File: config.mk
export PLATFORM = sky130hd
export DESIGN_NAME = store_align
export DESIGN_NICKNAME = d
export VERILOG_FILES = /design/src/rv_isa_pkg.sv /design/src/mem_stage_pkg.sv /design/src/store_align.sv
export VERILOG_INCLUDE_DIRS = /design/src /design/src/src
export SDC_FILE = /design/constraint.sdc
export NUM_CORES = 1
export LEC_CHECK = 0
export BUFFER_PORTS_ARGS = -buffer_cell sky130_fd_sc_hd__buf_2
export CORE_AREA = 3 3 147 149
export DETAILED_ROUTE_END_ITERATION = 7
export DIE_AREA = 0 0 150 152
export MAX_ROUTING_LAYER = met4
export PLACE_DENSITY_LB_ADDON = 0.25
export SYNTH_ARGS = -nofsm -noshare
export SYNTH_HDL_FRONTEND = slang
export SYNTH_SLANG_ARGS = --single-unit
File: constraint.sdc
create_clock -name vclk -period 2.4
set_clock_uncertainty 0.05 [all_clocks]
set_input_delay 0.24 -clock vclk [all_inputs]
set_output_delay 0.24 -clock vclk [all_outputs]
set_load 0.1 [all_outputs]
File: src/mem_stage_macros.svh
// data-path widths and data RAM depth for the memory-access stage
`ifndef MEM_STAGE_MACROS_SVH
`define MEM_STAGE_MACROS_SVH

// ************************************************************
// data path
// ************************************************************
`define XLEN 64         // data and address width
`define INST_W 32       // instruction word

// ************************************************************
// data RAM
// ************************************************************
// depth in dwords, indexed by address bits above the lane offset
`define RAM_WORDS 256
`define BYTE_LANES 8    // bytes per dword

`endif
File: src/rv_isa_pkg.sv
// instruction field positions, register index type, memory-stage op enum and op classes
`default_nettype none

package rv_isa_pkg;

    `include "mem_stage_macros.svh"

    typedef logic [4:0] reg_idx_t;              // x0..x31
    typedef logic [`INST_W-1:0] inst_t;

    // rd and rs2 fields of the 32-bit encoding
    localparam int rd_lo  = 7;
    localparam int rd_hi  = 11;
    localparam int rs2_lo = 20;
    localparam int rs2_hi = 24;

    // operation as decoded by execute
    typedef enum logic [3:0] {
        op_none,
        op_alu,     // result in alu_out
        op_link,    // jal / jalr, writes pc+4
        op_csr,     // csr read value rides in src2
        op_lb,
        op_lh,
        op_lw,
        op_ld,
        op_lbu,
        op_lhu,
        op_lwu,
        op_sb,
        op_sh,
        op_sw,
        op_sd
    } mem_op_e;

    function automatic logic op_is_load(mem_op_e op);
        return op inside {op_lb, op_lh, op_lw, op_ld, op_lbu, op_lhu, op_lwu};
    endfunction

    function automatic logic op_is_store(mem_op_e op);
        return op inside {op_sb, op_sh, op_sw, op_sd};
    endfunction

endpackage

`default_nettype wire

File: src/mem_stage_pkg.sv
// data-path vector types and the packed bundles passed between pipeline stages
`default_nettype none

package mem_stage_pkg;

    `include "mem_stage_macros.svh"

    typedef logic [`XLEN-1:0] xlen_t;                   // data word or byte address
    typedef logic [`BYTE_LANES-1:0] byte_mask_t;        // one strobe per byte lane
    typedef logic [$clog2(`RAM_WORDS)-1:0] ram_addr_t;  // dword index, addr[10:3]

    // ************************************************************
    // stage bundles
    // ************************************************************

    // from execute into the EX/MEM register
    typedef struct packed {
        xlen_t                pc;
        rv_isa_pkg::inst_t    inst;
        rv_isa_pkg::mem_op_e  op;
        xlen_t                alu_out;  // address for loads and stores
        xlen_t                src2;     // store data, or csr value
    } ex_mem_t;

    // passed on to writeback
    typedef struct packed {
        xlen_t              pc;
        rv_isa_pkg::inst_t  inst;
    } mem_wb_t;

    // register file write port
    typedef struct packed {
        logic                  wen;
        rv_isa_pkg::reg_idx_t  rd;
        xlen_t                 value;
    } reg_write_t;

    // what the writeback register is about to retire
    typedef struct packed {
        logic                  valid;
        logic                  wen;
        rv_isa_pkg::reg_idx_t  rd;
        xlen_t                 wdata;
    } wb_fwd_t;

endpackage

`default_nettype wire

File: src/store_align.sv
// store data forwarding from writeback, byte lane placement and byte mask
`timescale 1ns/1ns
`default_nettype none

module store_align (
    input  logic                       stage_valid,
    input  mem_stage_pkg::ex_mem_t     stage,
    input  mem_stage_pkg::wb_fwd_t     wb_fwd,
    input  logic                       leave,     // item leaves on this edge
    output logic                       st_en,
    output mem_stage_pkg::ram_addr_t   st_addr,
    output mem_stage_pkg::xlen_t       st_data,
    output mem_stage_pkg::byte_mask_t  st_mask
);

    import rv_isa_pkg::*;
    import mem_stage_pkg::*;

    `include "mem_stage_macros.svh"

    reg_idx_t                        rs2;
    logic                            fwd_hit;
    xlen_t                           src;         // store data after forwarding
    logic [$clog2(`BYTE_LANES)-1:0]  lane;        // byte offset in dword
    xlen_t                           data_sized;  // data at lane 0
    byte_mask_t                      mask_sized;  // mask at lane 0
    logic                            aligned;
    logic                            is_store;

    assign is_store = op_is_store(stage.op);
    assign rs2      = stage.inst[rs2_hi:rs2_lo];
    assign lane     = stage.alu_out[$clog2(`BYTE_LANES)-1:0];

    // ************************************************************
    // forwarding
    // ************************************************************
    // writeback retires the producer of rs2 in this cycle, x0 never forwards
    assign fwd_hit = wb_fwd.valid && wb_fwd.wen && (wb_fwd.rd == rs2) && (rs2 != '0);
    assign src     = fwd_hit ? wb_fwd.wdata : stage.src2;

    // ************************************************************
    // size decode and lane placement
    // ************************************************************
    always_comb begin
        data_sized = '0;
        mask_sized = '0;
        aligned    = 1'b1;
        case (stage.op)
            op_sb: begin
                data_sized = {{(`XLEN-8){1'b0}}, src[7:0]};
                mask_sized = 8'h01;
            end
            op_sh: begin
                data_sized = {{(`XLEN-16){1'b0}}, src[15:0]};
                mask_sized = 8'h03;
                aligned    = (lane[0] == 1'b0);
            end
            op_sw: begin
                data_sized = {{(`XLEN-32){1'b0}}, src[31:0]};
                mask_sized = 8'h0f;
                aligned    = (lane[1:0] == 2'b00);
            end
            op_sd: begin
                data_sized = src;
                mask_sized = 8'hff;
                aligned    = (lane == '0);
            end
            default: ;  // not a store, nothing to place
        endcase
    end

    assign st_data = data_sized << {lane, 3'b000};  // lane * 8 bits
    assign st_mask = mask_sized << lane;
    assign st_addr = stage.alu_out[$clog2(`BYTE_LANES) +: $bits(ram_addr_t)];

    // write only on the edge the store retires, so it never repeats under stall
    assign st_en = stage_valid && is_store && leave;

    // execute must never hand over a misaligned store
    always_comb begin
        if (stage_valid && is_store) begin
            a_store_aligned : assert (aligned)
                else $error("misaligned store, op %s addr %h", stage.op.name(), stage.alu_out);
        end
    end

endmodule

`default_nettype wire

# Yosys cells after proc, flatten, opt, wreduce, memory -nomap -nowiden
# Cells that the tools add are included.
totals:
  reg_bits: 0
  input_bits: 301
  output_inout_bits: 81
  elab_cells: 17
classes:
  eq_ne: 5
  n_shift: 2
  n_mux: 3
  reduce_logical: 7
ops:
  columns: ["operator", "count"]
  rows:
  - ["$pmux W64 S4", 1]
  - ["$mux W64", 1]
  - ["$shl A64 B6 Y64", 1]
  - ["$pmux W8 S4", 1]
  - ["$eq A4 B4 Y1 const B", 4]
  - ["$shl A8 B3 Y8", 1]
  - ["$eq A5 B5 Y1", 1]
  - ["$logic_and A1 B1 Y1", 5]
  - ["$reduce_bool A5 Y1", 1]
  - ["$reduce_bool A4 Y1", 1]

# Longest topological paths before layout
logic_depth:
  ltp_word: 6
  depth_mapped: 9
  mapped_depth_nobuf: 6

# Least setup slack after synthesis
# Ideal clock, no wire load.
synth_timing:
  path_kind: "input-to-output"
  from: "input port stage[152] (netlist bit)"
  to: "output port st_data[61]"
  arrival_ps: 3940
  t_required_ps: 2110
  path_slack_ps: -1830
  path_stages: 7
  path_buffers: 1
  path_cell_list: "nor4_2 > o21a_2 > buf_2 > o31ai_1 > a21oi_1 > o21ai_0 > a311oi_1"
synth_between:
  elab_chain_len: 6
  word_cells_on_any_way: 7
  classes_between: "eq/ne (1); shift (1); mux (2); reduce/logical (3)"
synth_rtl:
  columns: ["item", "line_no", "rtl"]
  rows:
  - ["from (decl)", "store_align.sv:7", "input mem_stage_pkg::ex_mem_t stage,"]
  - ["$eq A5 B5 Y1", "store_align.sv:38", "assign fwd_hit = wb_fwd.valid && wb_fwd.wen && (wb_fwd.rd == rs2) && (rs2 != '0);"]
  - ["$logic_and A1 B1 Y1", "store_align.sv:38", null]
  - ["$logic_and A1 B1 Y1 *", "store_align.sv:38", null]
  - ["$mux W64 *", "store_align.sv:39", "assign src = fwd_hit ? wb_fwd.wdata : stage.src2;"]
  - ["$pmux W64 S4 *", "store_align.sv:48", "case (stage.op)"]
  - ["$shl A64 B6 Y64 *", "store_align.sv:72", "assign st_data = data_sized << {lane, 3'b000};"]
  - ["to (decl)", "store_align.sv:12", "output mem_stage_pkg::xlen_t st_data,"]
# Every way passes the cells marked *; elsewhere a longest branch is shown, timed or not.

# Final worst setup path
layout_timing:
  from: "input port stage[156] (netlist bit)"
  to: "output port st_data[62]"
# The elaborated chain is that of the path after synthesis.

==> out/results.tsv <==
metric	value	unit
grtUsageTotal	0.2030	
finalWorstPathRequiredPeriod	2.719	ns
setup_tns	-8.461	ns
synthSimpleGateAreaFrac	0.2263	
rsz0062_at_grt	true	
syn-mean-instance-area	6.854	um^2
cp-start-kind	input port	
dieArea	22800	um^2
synth_area_leaders	mux2i_1, a21oi_1, o21ai_0	
cp_data_required_time	2.11	ns
grt_max_degree	31	
yosysTopAreaCellShare	0.1514	
clock_buffers	0	
violations	negative setup slack	
yosys.area.top_type	mux2i_1	
finalWorstSetupSlack	-0.3192	ns
drc	0	
min_path_type	input port to primary output	
synthCells	492	
die_h	152	um
timing.fmax	0.3678	GHz
pwr-share-clk	0	
synth_most_common_cell	a21oi_1	
synth.distinct_cells	53	
arrival	2.43	ns
syn_area	3372	um^2
rows	52	
setup_violations	41	
layout-drive-gt1-share	0.7207	
pre_cts_slack	-0.4404	ns
syn-num-nets	793	
design_area	8339	um^2
worst_pin_slew	0.4841	ns
cap_violations	0	
relSlewSlack	0.6795	
critPathMaxStageDelay	0.39	ns
dpl_cell_area	7251	um^2
io_buffers	222	
critPathKind	input port to primary output	
wl	24.34	mm
holdWs	0.4300	ns
combPwrFrac	1.000	
wire_per_inst	22.58	um
gp_congestion	0.9629	
worstSetupEndpointType	primary output	
viasPerCell	5.134	
switchingPower	986.9	uW
status	finished with violations	
synth_xor_area_frac	0.01299	
synth-compound-area-share	0.4330	
synthAdderAreaFrac	0	
die_width	150	um
antenna_found_initial	5	
crit_fanout	6	
design.seq.count	0	
io_pins	382	
seqCellArea	0	um^2
globalRouteOverflowTotal	0	
hold_viol	0	
crit_slowest_cell	mux2_4	
drtPass1Iterations	7	
slew_viol_final	0	
ir_drop	127.5	uV
initial_utilization	0.1661	
power_density	198.1	nW/um^2
leakagePower	3.316	nW
areaGrowthSynthToFinish	147.3	%
p_sw_frac	0.5973	
p_total	1.652	mW
grt_pass1_wl	34.82	mm
dp_hpwl	19.94	mm
synth_top_family_by_area	compound AO/OA/AOI/OAI gates	
sequentialPowerShare	0	
drt-initial-drc-count	282	
nNetsFinal	1105	
period_share	1.133	
vias	5534	
core_area	20300	um^2
grt_pass1_vias	5528	
seq_area_frac_synth	0	
internal-power	665.4	uW
cp_cell_sequence	buf_6 -> or2_4 -> o21ai_4 -> nand3_4 -> mux2_4 -> or3_4 -> a311oi_4 -> buf_12	
final_antenna_net_count	0	
synth_mux_area_frac	0.2282	
yosys_warnings	0	
synth_common_cells	a21oi_1, mux2i_1, o21ai_0, nand2_1	
## through the flow
step                      std cells  utilization
after global placement         1055       0.3572
after global routing           1077       0.4107
final                          1078       0.4108
after detailed placement       1055       0.3572
after CTS                      1061       0.3852
after floorplan                 492            -
## placed cells by master, fill, tap and decap left out, types with 8 or more instances in the layout
master     n
a21oi_2   25
mux2i_1   38
a21oi_1   12
buf_2    145
a21oi_4   24
buf_12    83
buf_6     22
nor2_1    16
o21ai_0   28
o31ai_2    8
mux2i_4   10
o31ai_1   10
o21ai_1   15
nand2_1   25
o221a_2    8
buf_4    116
nand4_1   30
o31ai_4   11
## power groups by stage
stage	Clock (mW)	Combinational [mW]	Sequential [mW]
after floorplan	0	0.888	0
after CTS	0	1.56	0
after global routing	0.000000278	1.72	0
after global placement	0	1.46	0
after detailed placement	0	1.46	0
final	0.000000335	1.65	0
## final cells by class
class              instances  area, um^2
well taps                270       337.8
fillers                 2058       11960
repair buffers           370        3566
inverters                  4       15.01
diodes                     6       15.01
multi-input cells        428        4405
## worst paths after layout
check / from / end / slack, ns / depth (start not counted)
worst max-delay path: stage[156] / st_data[62] / -0.32 / 8
worst min-delay path: stage[70] / st_addr[3] / 0.43 / 0
## what timing repair did
item | in CTS | in global routing
hold buffers | 0 | 0
setup buffers | 5 | 14
gates cloned | 1 | 0
pin swaps | 29 | 43
endpoints found under the setup margin | 61 | 57
gates resized for setup | 115 | 101
## per-layer routing
layer | wire (um) | track usage | up-vias | part of all wire
li1 | - | - | 2601 | -
met1 | 11450 | 0.3022 | 2663 | 0.47
met2 | 10580 | 0.2923 | 256 | 0.43
met3 | 2165 | 0.04111 | 14 | 0.089
met4 | 146 | 0.01917 | 0 | 0.0060
met5 | 0 | - | - | 0
## kinds of logic after synthesis
| kind of cell | count (synthesis) |
|---|---|
| AND/OR/NAND/NOR | 140 |
| AO/OA/AOI/OAI | 215 |
| buffers and inverters | 65 |
| multiplexers | 67 |
| XOR/XNOR | 5 |
## worst max-delay path, delay by kind of cell
family,cells,cell delay (ns)
mux,1,0.39
buf+inv,2,0.31
simple gates,3,0.88
compound gates,2,0.60
Note: power is estimated with default switching activity, not from simulation.
