$ cat src/mem_stage_macros.svh
// data-path widths and data RAM depth for the memory-access stage
`ifndef MEM_STAGE_MACROS_SVH
`define MEM_STAGE_MACROS_SVH

// ************************************************************
// data path
// ************************************************************
`define XLEN 64         // data and address width
`define INST_W 32       // instruction word

// ************************************************************
// data RAM
// ************************************************************
// depth in dwords, indexed by address bits above the lane offset
`define RAM_WORDS 256
`define BYTE_LANES 8    // bytes per dword

`endif
$ cat src/rv_isa_pkg.sv
// instruction field positions, register index type, memory-stage op enum and op classes
`default_nettype none

package rv_isa_pkg;

    `include "mem_stage_macros.svh"

    typedef logic [4:0] reg_idx_t;              // x0..x31
    typedef logic [`INST_W-1:0] inst_t;

    // rd and rs2 fields of the 32-bit encoding
    localparam int rd_lo  = 7;
    localparam int rd_hi  = 11;
    localparam int rs2_lo = 20;
    localparam int rs2_hi = 24;

    // operation as decoded by execute
    typedef enum logic [3:0] {
        op_none,
        op_alu,     // result in alu_out
        op_link,    // jal / jalr, writes pc+4
        op_csr,     // csr read value rides in src2
        op_lb,
        op_lh,
        op_lw,
        op_ld,
        op_lbu,
        op_lhu,
        op_lwu,
        op_sb,
        op_sh,
        op_sw,
        op_sd
    } mem_op_e;

    function automatic logic op_is_load(mem_op_e op);
        return op inside {op_lb, op_lh, op_lw, op_ld, op_lbu, op_lhu, op_lwu};
    endfunction

    function automatic logic op_is_store(mem_op_e op);
        return op inside {op_sb, op_sh, op_sw, op_sd};
    endfunction

endpackage

`default_nettype wire

$ cat src/mem_stage_pkg.sv
// data-path vector types and the packed bundles passed between pipeline stages
`default_nettype none

package mem_stage_pkg;

    `include "mem_stage_macros.svh"

    typedef logic [`XLEN-1:0] xlen_t;                   // data word or byte address
    typedef logic [`BYTE_LANES-1:0] byte_mask_t;        // one strobe per byte lane
    typedef logic [$clog2(`RAM_WORDS)-1:0] ram_addr_t;  // dword index, addr[10:3]

    // ************************************************************
    // stage bundles
    // ************************************************************

    // from execute into the EX/MEM register
    typedef struct packed {
        xlen_t                pc;
        rv_isa_pkg::inst_t    inst;
        rv_isa_pkg::mem_op_e  op;
        xlen_t                alu_out;  // address for loads and stores
        xlen_t                src2;     // store data, or csr value
    } ex_mem_t;

    // passed on to writeback
    typedef struct packed {
        xlen_t              pc;
        rv_isa_pkg::inst_t  inst;
    } mem_wb_t;

    // register file write port
    typedef struct packed {
        logic                  wen;
        rv_isa_pkg::reg_idx_t  rd;
        xlen_t                 value;
    } reg_write_t;

    // what the writeback register is about to retire
    typedef struct packed {
        logic                  valid;
        logic                  wen;
        rv_isa_pkg::reg_idx_t  rd;
        xlen_t                 wdata;
    } wb_fwd_t;

endpackage

`default_nettype wire

$ cat src/writeback_select.sv
// load lane extraction and extension, writeback value select, output handshake gating
`timescale 1ns/1ns
`default_nettype none

module writeback_select (
    input  logic                       stage_valid,
    input  mem_stage_pkg::ex_mem_t     stage,
    input  mem_stage_pkg::xlen_t       ld_data,
    input  logic                       ld_wait,
    input  logic                       out_ready,
    output logic                       in_ready,
    output logic                       leave,
    output logic                       out_valid,
    output mem_stage_pkg::mem_wb_t     out_bus,
    output mem_stage_pkg::reg_write_t  reg_wr
);

    import rv_isa_pkg::*;
    import mem_stage_pkg::*;

    `include "mem_stage_macros.svh"

    xlen_t     lane_data;   // addressed bytes moved to lane 0
    xlen_t     ld_ext;      // extended load result
    xlen_t     wdata;
    logic      wen_raw;     // op writes a register at all
    reg_idx_t  rd;

    assign rd        = stage.inst[rd_hi:rd_lo];
    assign lane_data = ld_data >> {stage.alu_out[$clog2(`BYTE_LANES)-1:0], 3'b000};

    // ************************************************************
    // load extension
    // ************************************************************
    always_comb begin
        case (stage.op)
            op_lb:   ld_ext = {{(`XLEN-8){lane_data[7]}}, lane_data[7:0]};
            op_lh:   ld_ext = {{(`XLEN-16){lane_data[15]}}, lane_data[15:0]};
            op_lw:   ld_ext = {{(`XLEN-32){lane_data[31]}}, lane_data[31:0]};
            op_ld:   ld_ext = lane_data;                 // whole dword, lane 0
            op_lbu:  ld_ext = {{(`XLEN-8){1'b0}}, lane_data[7:0]};
            op_lhu:  ld_ext = {{(`XLEN-16){1'b0}}, lane_data[15:0]};
            op_lwu:  ld_ext = {{(`XLEN-32){1'b0}}, lane_data[31:0]};
            default: ld_ext = '0;
        endcase
    end

    // ************************************************************
    // writeback value
    // ************************************************************
    always_comb begin
        wen_raw = 1'b1;
        case (stage.op)
            op_alu:  wdata = stage.alu_out;
            op_link: wdata = stage.pc + xlen_t'(4);     // return address
            op_csr:  wdata = stage.src2;                // old csr value
            default: begin
                wdata   = ld_ext;
                wen_raw = op_is_load(stage.op);         // stores, op_none write nothing
            end
        endcase
    end

    // ************************************************************
    // handshake, held back while the RAM read is in flight
    // ************************************************************
    assign out_valid = stage_valid && !ld_wait;
    assign leave     = out_valid && out_ready;
    assign in_ready  = out_ready && !ld_wait;

    assign out_bus.pc   = stage.pc;
    assign out_bus.inst = stage.inst;

    assign reg_wr.wen   = out_valid && wen_raw && (rd != '0);  // x0 stays zero
    assign reg_wr.rd    = rd;
    assign reg_wr.value = wdata;

endmodule

`default_nettype wire

$ cat config.mk
export PLATFORM = sky130hd
export DESIGN_NAME = writeback_select
export DESIGN_NICKNAME = d
export VERILOG_FILES = /design/src/rv_isa_pkg.sv /design/src/mem_stage_pkg.sv /design/src/writeback_select.sv
export VERILOG_INCLUDE_DIRS = /design/src /design/src/src
export SDC_FILE = /design/constraint.sdc
export NUM_CORES = 1
export LEC_CHECK = 0
export ABC_AREA = 0
export ABC_CLOCK_PERIOD_IN_PS = 4019
export BUFFER_PORTS_ARGS = -buffer_cell sky130_fd_sc_hd__buf_2
export CAP_MARGIN = 20
export CORE_AREA = 8 8 175 177
export DETAILED_ROUTE_END_ITERATION = 12
export DIE_AREA = 0 0 183 185
export GPL_TIMING_DRIVEN = 0
export PLACE_DENSITY = 0.51
export RECOVER_POWER = 25
export SLEW_MARGIN = 20
export SYNTH_ARGS = -nofsm -noshare
export SYNTH_HDL_FRONTEND = slang
export SYNTH_SLANG_ARGS = --single-unit
$ cat constraint.sdc
create_clock -name vclk -period 4.02
set_input_delay 1.005 -clock vclk [all_inputs]
set_output_delay 1.005 -clock vclk [all_outputs]
set_load 0.03 [all_outputs]
## Yosys cells after proc, flatten, opt, wreduce, memory -nomap -nowiden

Cells that the tools add are included.
W data, S select, Z words.

- Register bits after elaboration: 0
- Input bits: 295
- Output and inout bits: 169
- Word-level logic and storage cells: 24

- $add $sub $neg: 1
- Equality and inequality tests: 10
- Shift-type cells: 1
- Multiplexer cells: 3
- Reduce and logical (&&, ||, !) cells: 9

Operators by type and width:

| cell | number |
|---|---|
| $pmux W64 S7 | 1 |
| $pmux W64 S3 | 1 |
| $add A64 B3 Y64 const B | 1 |
| $shr A64 B6 Y64 | 1 |
| $eq A4 B3 Y1 const B | 4 |
| $eq A4 B4 Y1 const B | 3 |
| $eq A4 B2 Y1 const B | 2 |
| $reduce_bool A7 Y1 | 1 |
| $logic_and A1 B1 Y1 | 5 |
| $reduce_bool A5 Y1 | 1 |
| $eq A4 B1 Y1 const B | 1 |
| $reduce_or A3 Y1 | 1 |
| $logic_not A1 Y1 | 1 |
| $mux W1 | 1 |

## Longest topological paths before layout

Gate-level depths: netlist (run 1).

- Word-level depth: 5
- Depth in mapped cells: 10
- Depth with buffers taken out: 7

## Least setup slack after synthesis (run 1)

No wires, ideal clock.

- Path type: in2out
- Start: input stage[166] (netlist name)
- End: output reg_wr[30] (netlist name)
- Arrival: 3.162 ns
- Required time: 3.015 ns
- Path slack: -0.147 ns
- Stages: 8
- Cell sequence: ha_1 nand4_1 or3_1 buf_4 nor3_4 and3_1 xnor2_1 o21ai_0

RTL lines:

| item | line | text |
|---|---|---|
| start, declared | writeback_select.sv:7 | `input mem_stage_pkg::ex_mem_t stage,` |
| end, declared | writeback_select.sv:15 | `output mem_stage_pkg::reg_write_t reg_wr` |

==> impl_metrics.env, run 1 <==
export IMPL_drt_first_iter_violations=708
export IMPL_seq_cells=0
export IMPL_synth_warnings=0
export IMPL_cp_endpoint="reg_wr[51]"
export IMPL_grt_pass1_vias=8471
export IMPL_ant_nets=0
export IMPL_hpwl_mm=37.85
export IMPL_outcome="finished with violations"
export IMPL_max_slew_worst_pin_slew_ns=0.8976
export IMPL_cp_end_kind="output pin"
export IMPL_start_kind="primary input"
export IMPL_use_met2=0.4241
export IMPL_place_ws_ns=-0.9475
export IMPL_crit_chain="buf_12 -> buf_12 -> mux2i_4 -> mux4_2 -> nor4_4 -> buf_6 -> a311oi_4 -> buf_12 -> buf_16 -> o211ai_4 -> buf_6"
export IMPL_place_congestion=0.9326
export IMPL_netlist_instances=744
export IMPL_synth_top_area_share=0.1360
export IMPL_num_vias=8163
export IMPL_core_area_mm2=0.02808
export IMPL_synth_nets=1040
export IMPL_timing_fmax_mhz=243.6
export IMPL_yosysMostFrequentCell="buf_4"
export IMPL_die_w_um=183
export IMPL_first_pass_iters=9
export IMPL_post_route_cell_area_mm2=0.009529
export IMPL_mappedNetlistArea_mm2=0.005684
export IMPL_synth_distinct_cells=62
export IMPL_critPathRequiredTime_ns=3.01
export IMPL_violations="negative setup slack"
export IMPL_fin_ws_ns=-0.08520
export IMPL_finalCritPeriodShare=1.021
export IMPL_cp_num_buf_inv=6
export IMPL_io_pins=464
export IMPL_power_density_mw_per_mm2=137.9
export IMPL_path_class="primary input to output pin"
export IMPL_drive_gt1_frac=0.5917
export IMPL_slew_headroom=0.4016
export IMPL_vdd_drop_max_uv=50.45
export IMPL_yosysSeqAreaShare=0
export IMPL_setup_tns_ns=-1.660
export IMPL_whs_ns=2.311
export IMPL_cp_arrival_ns=3.10
export IMPL_nClkBuffers=0
export IMPL_overflow=0
export IMPL_synth_common_cells="buf_4 (103), nand2_1 (61), nor2_1 (56), mux2i_1 (52), xor2_1 (31)"
export IMPL_cpPeakStageDelay_ns=0.57
export IMPL_syn2layout_area_growth_pct=67.64
export IMPL_grtUsageMet3=0.05787
export IMPL_crit_top_cell="buf_12"
export IMPL_synthTopCellsByArea="buf_4 (14%), mux2i_1 (9.2%), mux4_2 (7.9%), o211ai_2 (6.4%), xor2_1 (4.8%)"
export IMPL_die_area_mm2=0.03386
export IMPL_track_usage=0.2398
export IMPL_rows=62
export IMPL_wl_per_cell_um=27.49
export IMPL_crit_cells=11
export IMPL_grt_max_degree=11
export IMPL_die_height_um=185
export IMPL_cap_violations=0
export IMPL_fin_crit_ns=4.105
export IMPL_cp_startpoint="stage[65]"
export IMPL_use_met1=0.3023
export IMPL_min_path_type="primary input to output pin"
export IMPL_remaining_drc_errors=0
export IMPL_antenna_found_initial=11
export IMPL_finalHoldViolCount=0
export IMPL_grt_pass1_wl_mm=59.75
export IMPL_rsz0062_at_grt="yes"
export IMPL_setup_viol=36
export IMPL_crit_family="buffers and inverters"
export IMPL_syn_mean_instance_area_um2=7.640
export IMPL_final_nets=1503
export IMPL_viasPerCell=5.128
export IMPL_wl_mm=43.76
export IMPL_port_buffer_count=432
export IMPL_cp_max_fo=8
export IMPL_regArea_um2=0
export IMPL_place_area_mm2=0.008338
export IMPL_leakagePower_nw=4.429
export IMPL_cpMaxStageDelayCell="mux4_2"
export IMPL_start_util=0.2024
export IMPL_utilization=0.3393
export IMPL_yosys_area_top_type="buf_4"
export IMPL_slew_violations=0
export IMPL_top_usage_layer="met2"
==> cells in the final DEF (no fill, tap or decap), types with 13 or more instances in the layout <==
cell type | netlist | routed
nand4_1 | 15 | 15
a22oi_1 | 13 | 13
xnor2_1 | 27 | 26
a222oi_1 | 27 | 27
o21ai_0 | 30 | 13
mux2i_1 | 52 | 48
nand3_1 | 29 | 25
clkbuf_1 | 24 | 40
buf_4 | 103 | 149
mux2_2 | 15 | 14
buf_2 | 9 | 340
xor2_1 | 31 | 27
a21oi_1 | 22 | 21
o211ai_2 | 29 | 20
and3_1 | 14 | 14
o22ai_1 | 14 | 14
mux4_2 | 20 | 20
nand2_1 | 61 | 58
nor2_1 | 56 | 48
buf_6 | 9 | 50
==> where the power goes <==
group          switching, mW  internal (mW)    total [mW]
Combinational          0.784          0.530          1.31
Clock                      0   0.0000000999  0.0000000999
Sequential                 0              0             0
Total                  0.784          0.530          1.31
==> tightest hold or removal path, delay by kind of cell <==
kind | cells | cell delay, ns
simple gates | 1 | 0.04
buf+inv | 2 | 0.26
==> layout make-up <==
class	count	area (µm²)
fill	3101	18550
tap	384	480.5
timing repair buffer	463	2754
inverter	8	36.28
antenna	3	7.507
buffer	155	1280
multi-input combinational	579	4971
==> per-layer routing <==
layer | vias to the layer above | wire (µm)
met1 | 3925 | 17750
met3 | 52 | 4063
li1 | 3688 | -
met2 | 480 | 21270
met5 | - | 112
met4 | 18 | 565
==> what timing repair did <==
item | in CTS | in global routing
hold buffers | 0 | 0
gates resized for setup | 189 | 80
gates cloned | 4 | 0
pin swaps | 19 | 21
endpoints found under the setup margin | 63 | 55
buffers inserted | 20 | 8
==> cell families after synthesis <==
kind of cell               share of synthesized area
adders and majority gates                   0.002201
and+or+nand+nor                               0.2217
muxes                                         0.2058
xor gates and xnor gates                     0.08937
AOI/OAI and AO/OA                             0.2710
buffers and inverters                         0.2100
==> stage by stage <==
| step | std cells | total power, mW |
|---|---|---|
| final | 1592 | 1.314 |
| after global routing | 1591 | 1.382 |
| after CTS | 1582 | 1.282 |
| after detailed placement | 1560 | 1.167 |
| after global placement | 1560 | 1.164 |
| after floorplan | 744 | 0.6771 |
==> how the worst min path moves through the flow <==
stage                from           to  depth (start not counted)
2_1_floorplan     ld_wait     in_ready                          1
3_3_place_gp   stage[137]   out_bus[5]                          2
3_5_place_dp   stage[153]  out_bus[21]                          2
4_1_cts        stage[153]  out_bus[21]                          2
5_1_grt        stage[132]   out_bus[0]                          2
6_report          ld_wait     in_ready                          3
Note: power is estimated with default switching activity, not from simulation.
==> inputs of run 2 (changes only) <==
--- a/config.mk
+++ b/config.mk
@@ -10,13 +10,14 @@
 export ABC_CLOCK_PERIOD_IN_PS = 4019
 export BUFFER_PORTS_ARGS = -buffer_cell sky130_fd_sc_hd__buf_2
 export CAP_MARGIN = 20
-export CORE_AREA = 8 8 175 177
+export CELL_PAD_IN_SITES_DETAIL_PLACEMENT = 1
+export CELL_PAD_IN_SITES_GLOBAL_PLACEMENT = 1
+export CORE_AREA = 8 8 173 175
 export DETAILED_ROUTE_END_ITERATION = 12
-export DIE_AREA = 0 0 183 185
+export DIE_AREA = 0 0 181 183
 export GPL_TIMING_DRIVEN = 0
-export PLACE_DENSITY = 0.51
+export PLACE_DENSITY = 0.71
 export RECOVER_POWER = 25
-export SLEW_MARGIN = 20
 export SYNTH_ARGS = -nofsm -noshare
 export SYNTH_HDL_FRONTEND = slang
 export SYNTH_SLANG_ARGS = --single-unit
==> run 2 against run 1 <==
The flow still finishes with violations (negative setup slack); combinational power barely moved; count of clock-buffer cells in the layout did not move; first-iteration DRC count rose by 14%; global-route usage rose by 1.1 points; flip-flop and latch count did not move; final area fell by 1.9%; via count rose by 5.1%; power fell by 0.62%; sequential share of layout area did not move; critical path depth did not move; critical path type unchanged; critical endpoint is now reg_wr[63]; largest cell class unchanged.
==> impl_metrics.env, run 2 (synthesis gave the netlist of run 1 again) <==
export IMPL_nClkBuffers=0
export IMPL_regArea_um2=0
export IMPL_rows=61
export IMPL_grt_pass1_vias=8837
export IMPL_timing_fmax_mhz=237.9
export IMPL_io_pins=464
export IMPL_path_class="primary input to output pin"
export IMPL_drive_gt1_frac=0.5855
export IMPL_start_util=0.2080
export IMPL_wl_mm=45.46
export IMPL_core_area_mm2=0.02732
export IMPL_cp_end_kind="output pin"
export IMPL_syn2layout_area_growth_pct=64.47
export IMPL_setup_viol=53
export IMPL_min_path_type="primary input to output pin"
export IMPL_track_usage=0.2511
export IMPL_final_common_cell="buf_2"
export IMPL_final_nets=1514
export IMPL_ant_nets=0
export IMPL_cap_violations=0
export IMPL_antenna_found_initial=10
export IMPL_setup_tns_ns=-4.931
export IMPL_finalCritPeriodShare=1.045
export IMPL_die_w_um=181
export IMPL_die_height_um=183
export IMPL_wl_per_cell_um=28.99
export IMPL_finalHoldViolCount=0
export IMPL_start_kind="primary input"
export IMPL_first_pass_iters=6
export IMPL_slew_headroom=0.4880
export IMPL_hpwl_mm=38.79
export IMPL_cp_max_fo=6
export IMPL_die_area_mm2=0.03312
export IMPL_rsz0062_at_grt="yes"
export IMPL_vdd_drop_max_uv=47.06
export IMPL_slew_violations=0
export IMPL_placed_cells=1523
export IMPL_critPathRequiredTime_ns=3.01
export IMPL_outcome="finished with violations"
export IMPL_remaining_drc_errors=0
export IMPL_drt_first_iter_violations=810
export IMPL_viasPerCell=5.469
export IMPL_place_congestion=0.9124
export IMPL_power_density_mw_per_mm2=139.7
export IMPL_fin_ws_ns=-0.1827
export IMPL_overflow=0
export IMPL_final_cell_mix="buf_2 (346), buf_4 (158), nand2_1 (59)"
export IMPL_violations="negative setup slack"
export IMPL_fin_crit_ns=4.203
export IMPL_leakagePower_nw=4.441
export IMPL_grt_pass1_wl_mm=62.29
export IMPL_max_slew_worst_pin_slew_ns=0.7680
export IMPL_cp_arrival_ns=3.20
export IMPL_grt_max_degree=11
export IMPL_num_vias=8576
export IMPL_port_buffer_count=432
export IMPL_seq_cells=0
export IMPL_layout_cells_non_filler=1568
run 2: changes by cell type in the layout (fill, tap and decap cells not counted), moves of 4 or more:
cell,change
clkbuf_4,-4
buf_2,+6
o21ai_2,-5
o211ai_2,+7
o211ai_4,-7
buf_4,+9
run 2: metrics by stage:
stage	area (µm²)	util	hold slack, ns	total power [mW]	setup WS [ns]
finish	9349	0.3422	2.313	1.306	-0.1827
global route	9346	0.3421	2.319	1.364	-0.2075
CTS	8930	0.3268	2.265	1.256	-0.1841
detailed placement	8284	0.3032	2.265	1.170	-0.7594
global placement	8279	0.3030	2.266	1.159	-1.172
floorplan	5684	-	2.124	0.6771	0.04247
run 2: metal layers:
metal  share of wire  global-route usage  up-vias  wire length [µm]
li1                -                   -     3722                 -
met1            0.40              0.3087     4219             18300
met2            0.47              0.4273      543             21510
met3           0.086             0.06193       84              3912
met4           0.037             0.07839        8              1686
met5          0.0010                   0        -                46
run 2: power breakdown:
part / internal, mW / total [mW] / switching, mW
clock: 0.000000200 / 0.000000200 / 0
sequential: 0 / 0 / 0
combinational: 0.522 / 1.31 / 0.784
total: 0.522 / 1.31 / 0.784
run 2: path summary, 6_finish.rpt:
kind	startpoint	endpoint	depth (start not counted)
min	stage[159]	out_bus[27]	2
max	stage[65]	reg_wr[63]	11
run 2: repair_timing:
action	4_1_cts	5_1_grt
endpoints found under the hold margin	0	0
gates resized for setup	143	103
setup endpoints to repair	65	58
setup buffers	21	17
gates cloned	1	1
hold buffers	0	0
pin swaps	18	21
run 2: area by class of cell:
class                      count  area, µm²
multi-input combinational    579       4811
fill                        3441      17970
antenna                        6      15.01
tap                          346      432.9
inverter                       8      38.79
timing repair buffer         472       2793
buffer                       157       1259
run 2: worst max-delay path, cell delays in order:
cell and delay (ns):
buf_12 0.11, buf_8 0.13, mux2i_4 0.18, mux4_2 0.58, nor4_4 0.31, buf_4 0.19
a311oi_4 0.03, buf_6 0.18, buf_6 0.11, o211ai_1 0.13, buf_4 0.22
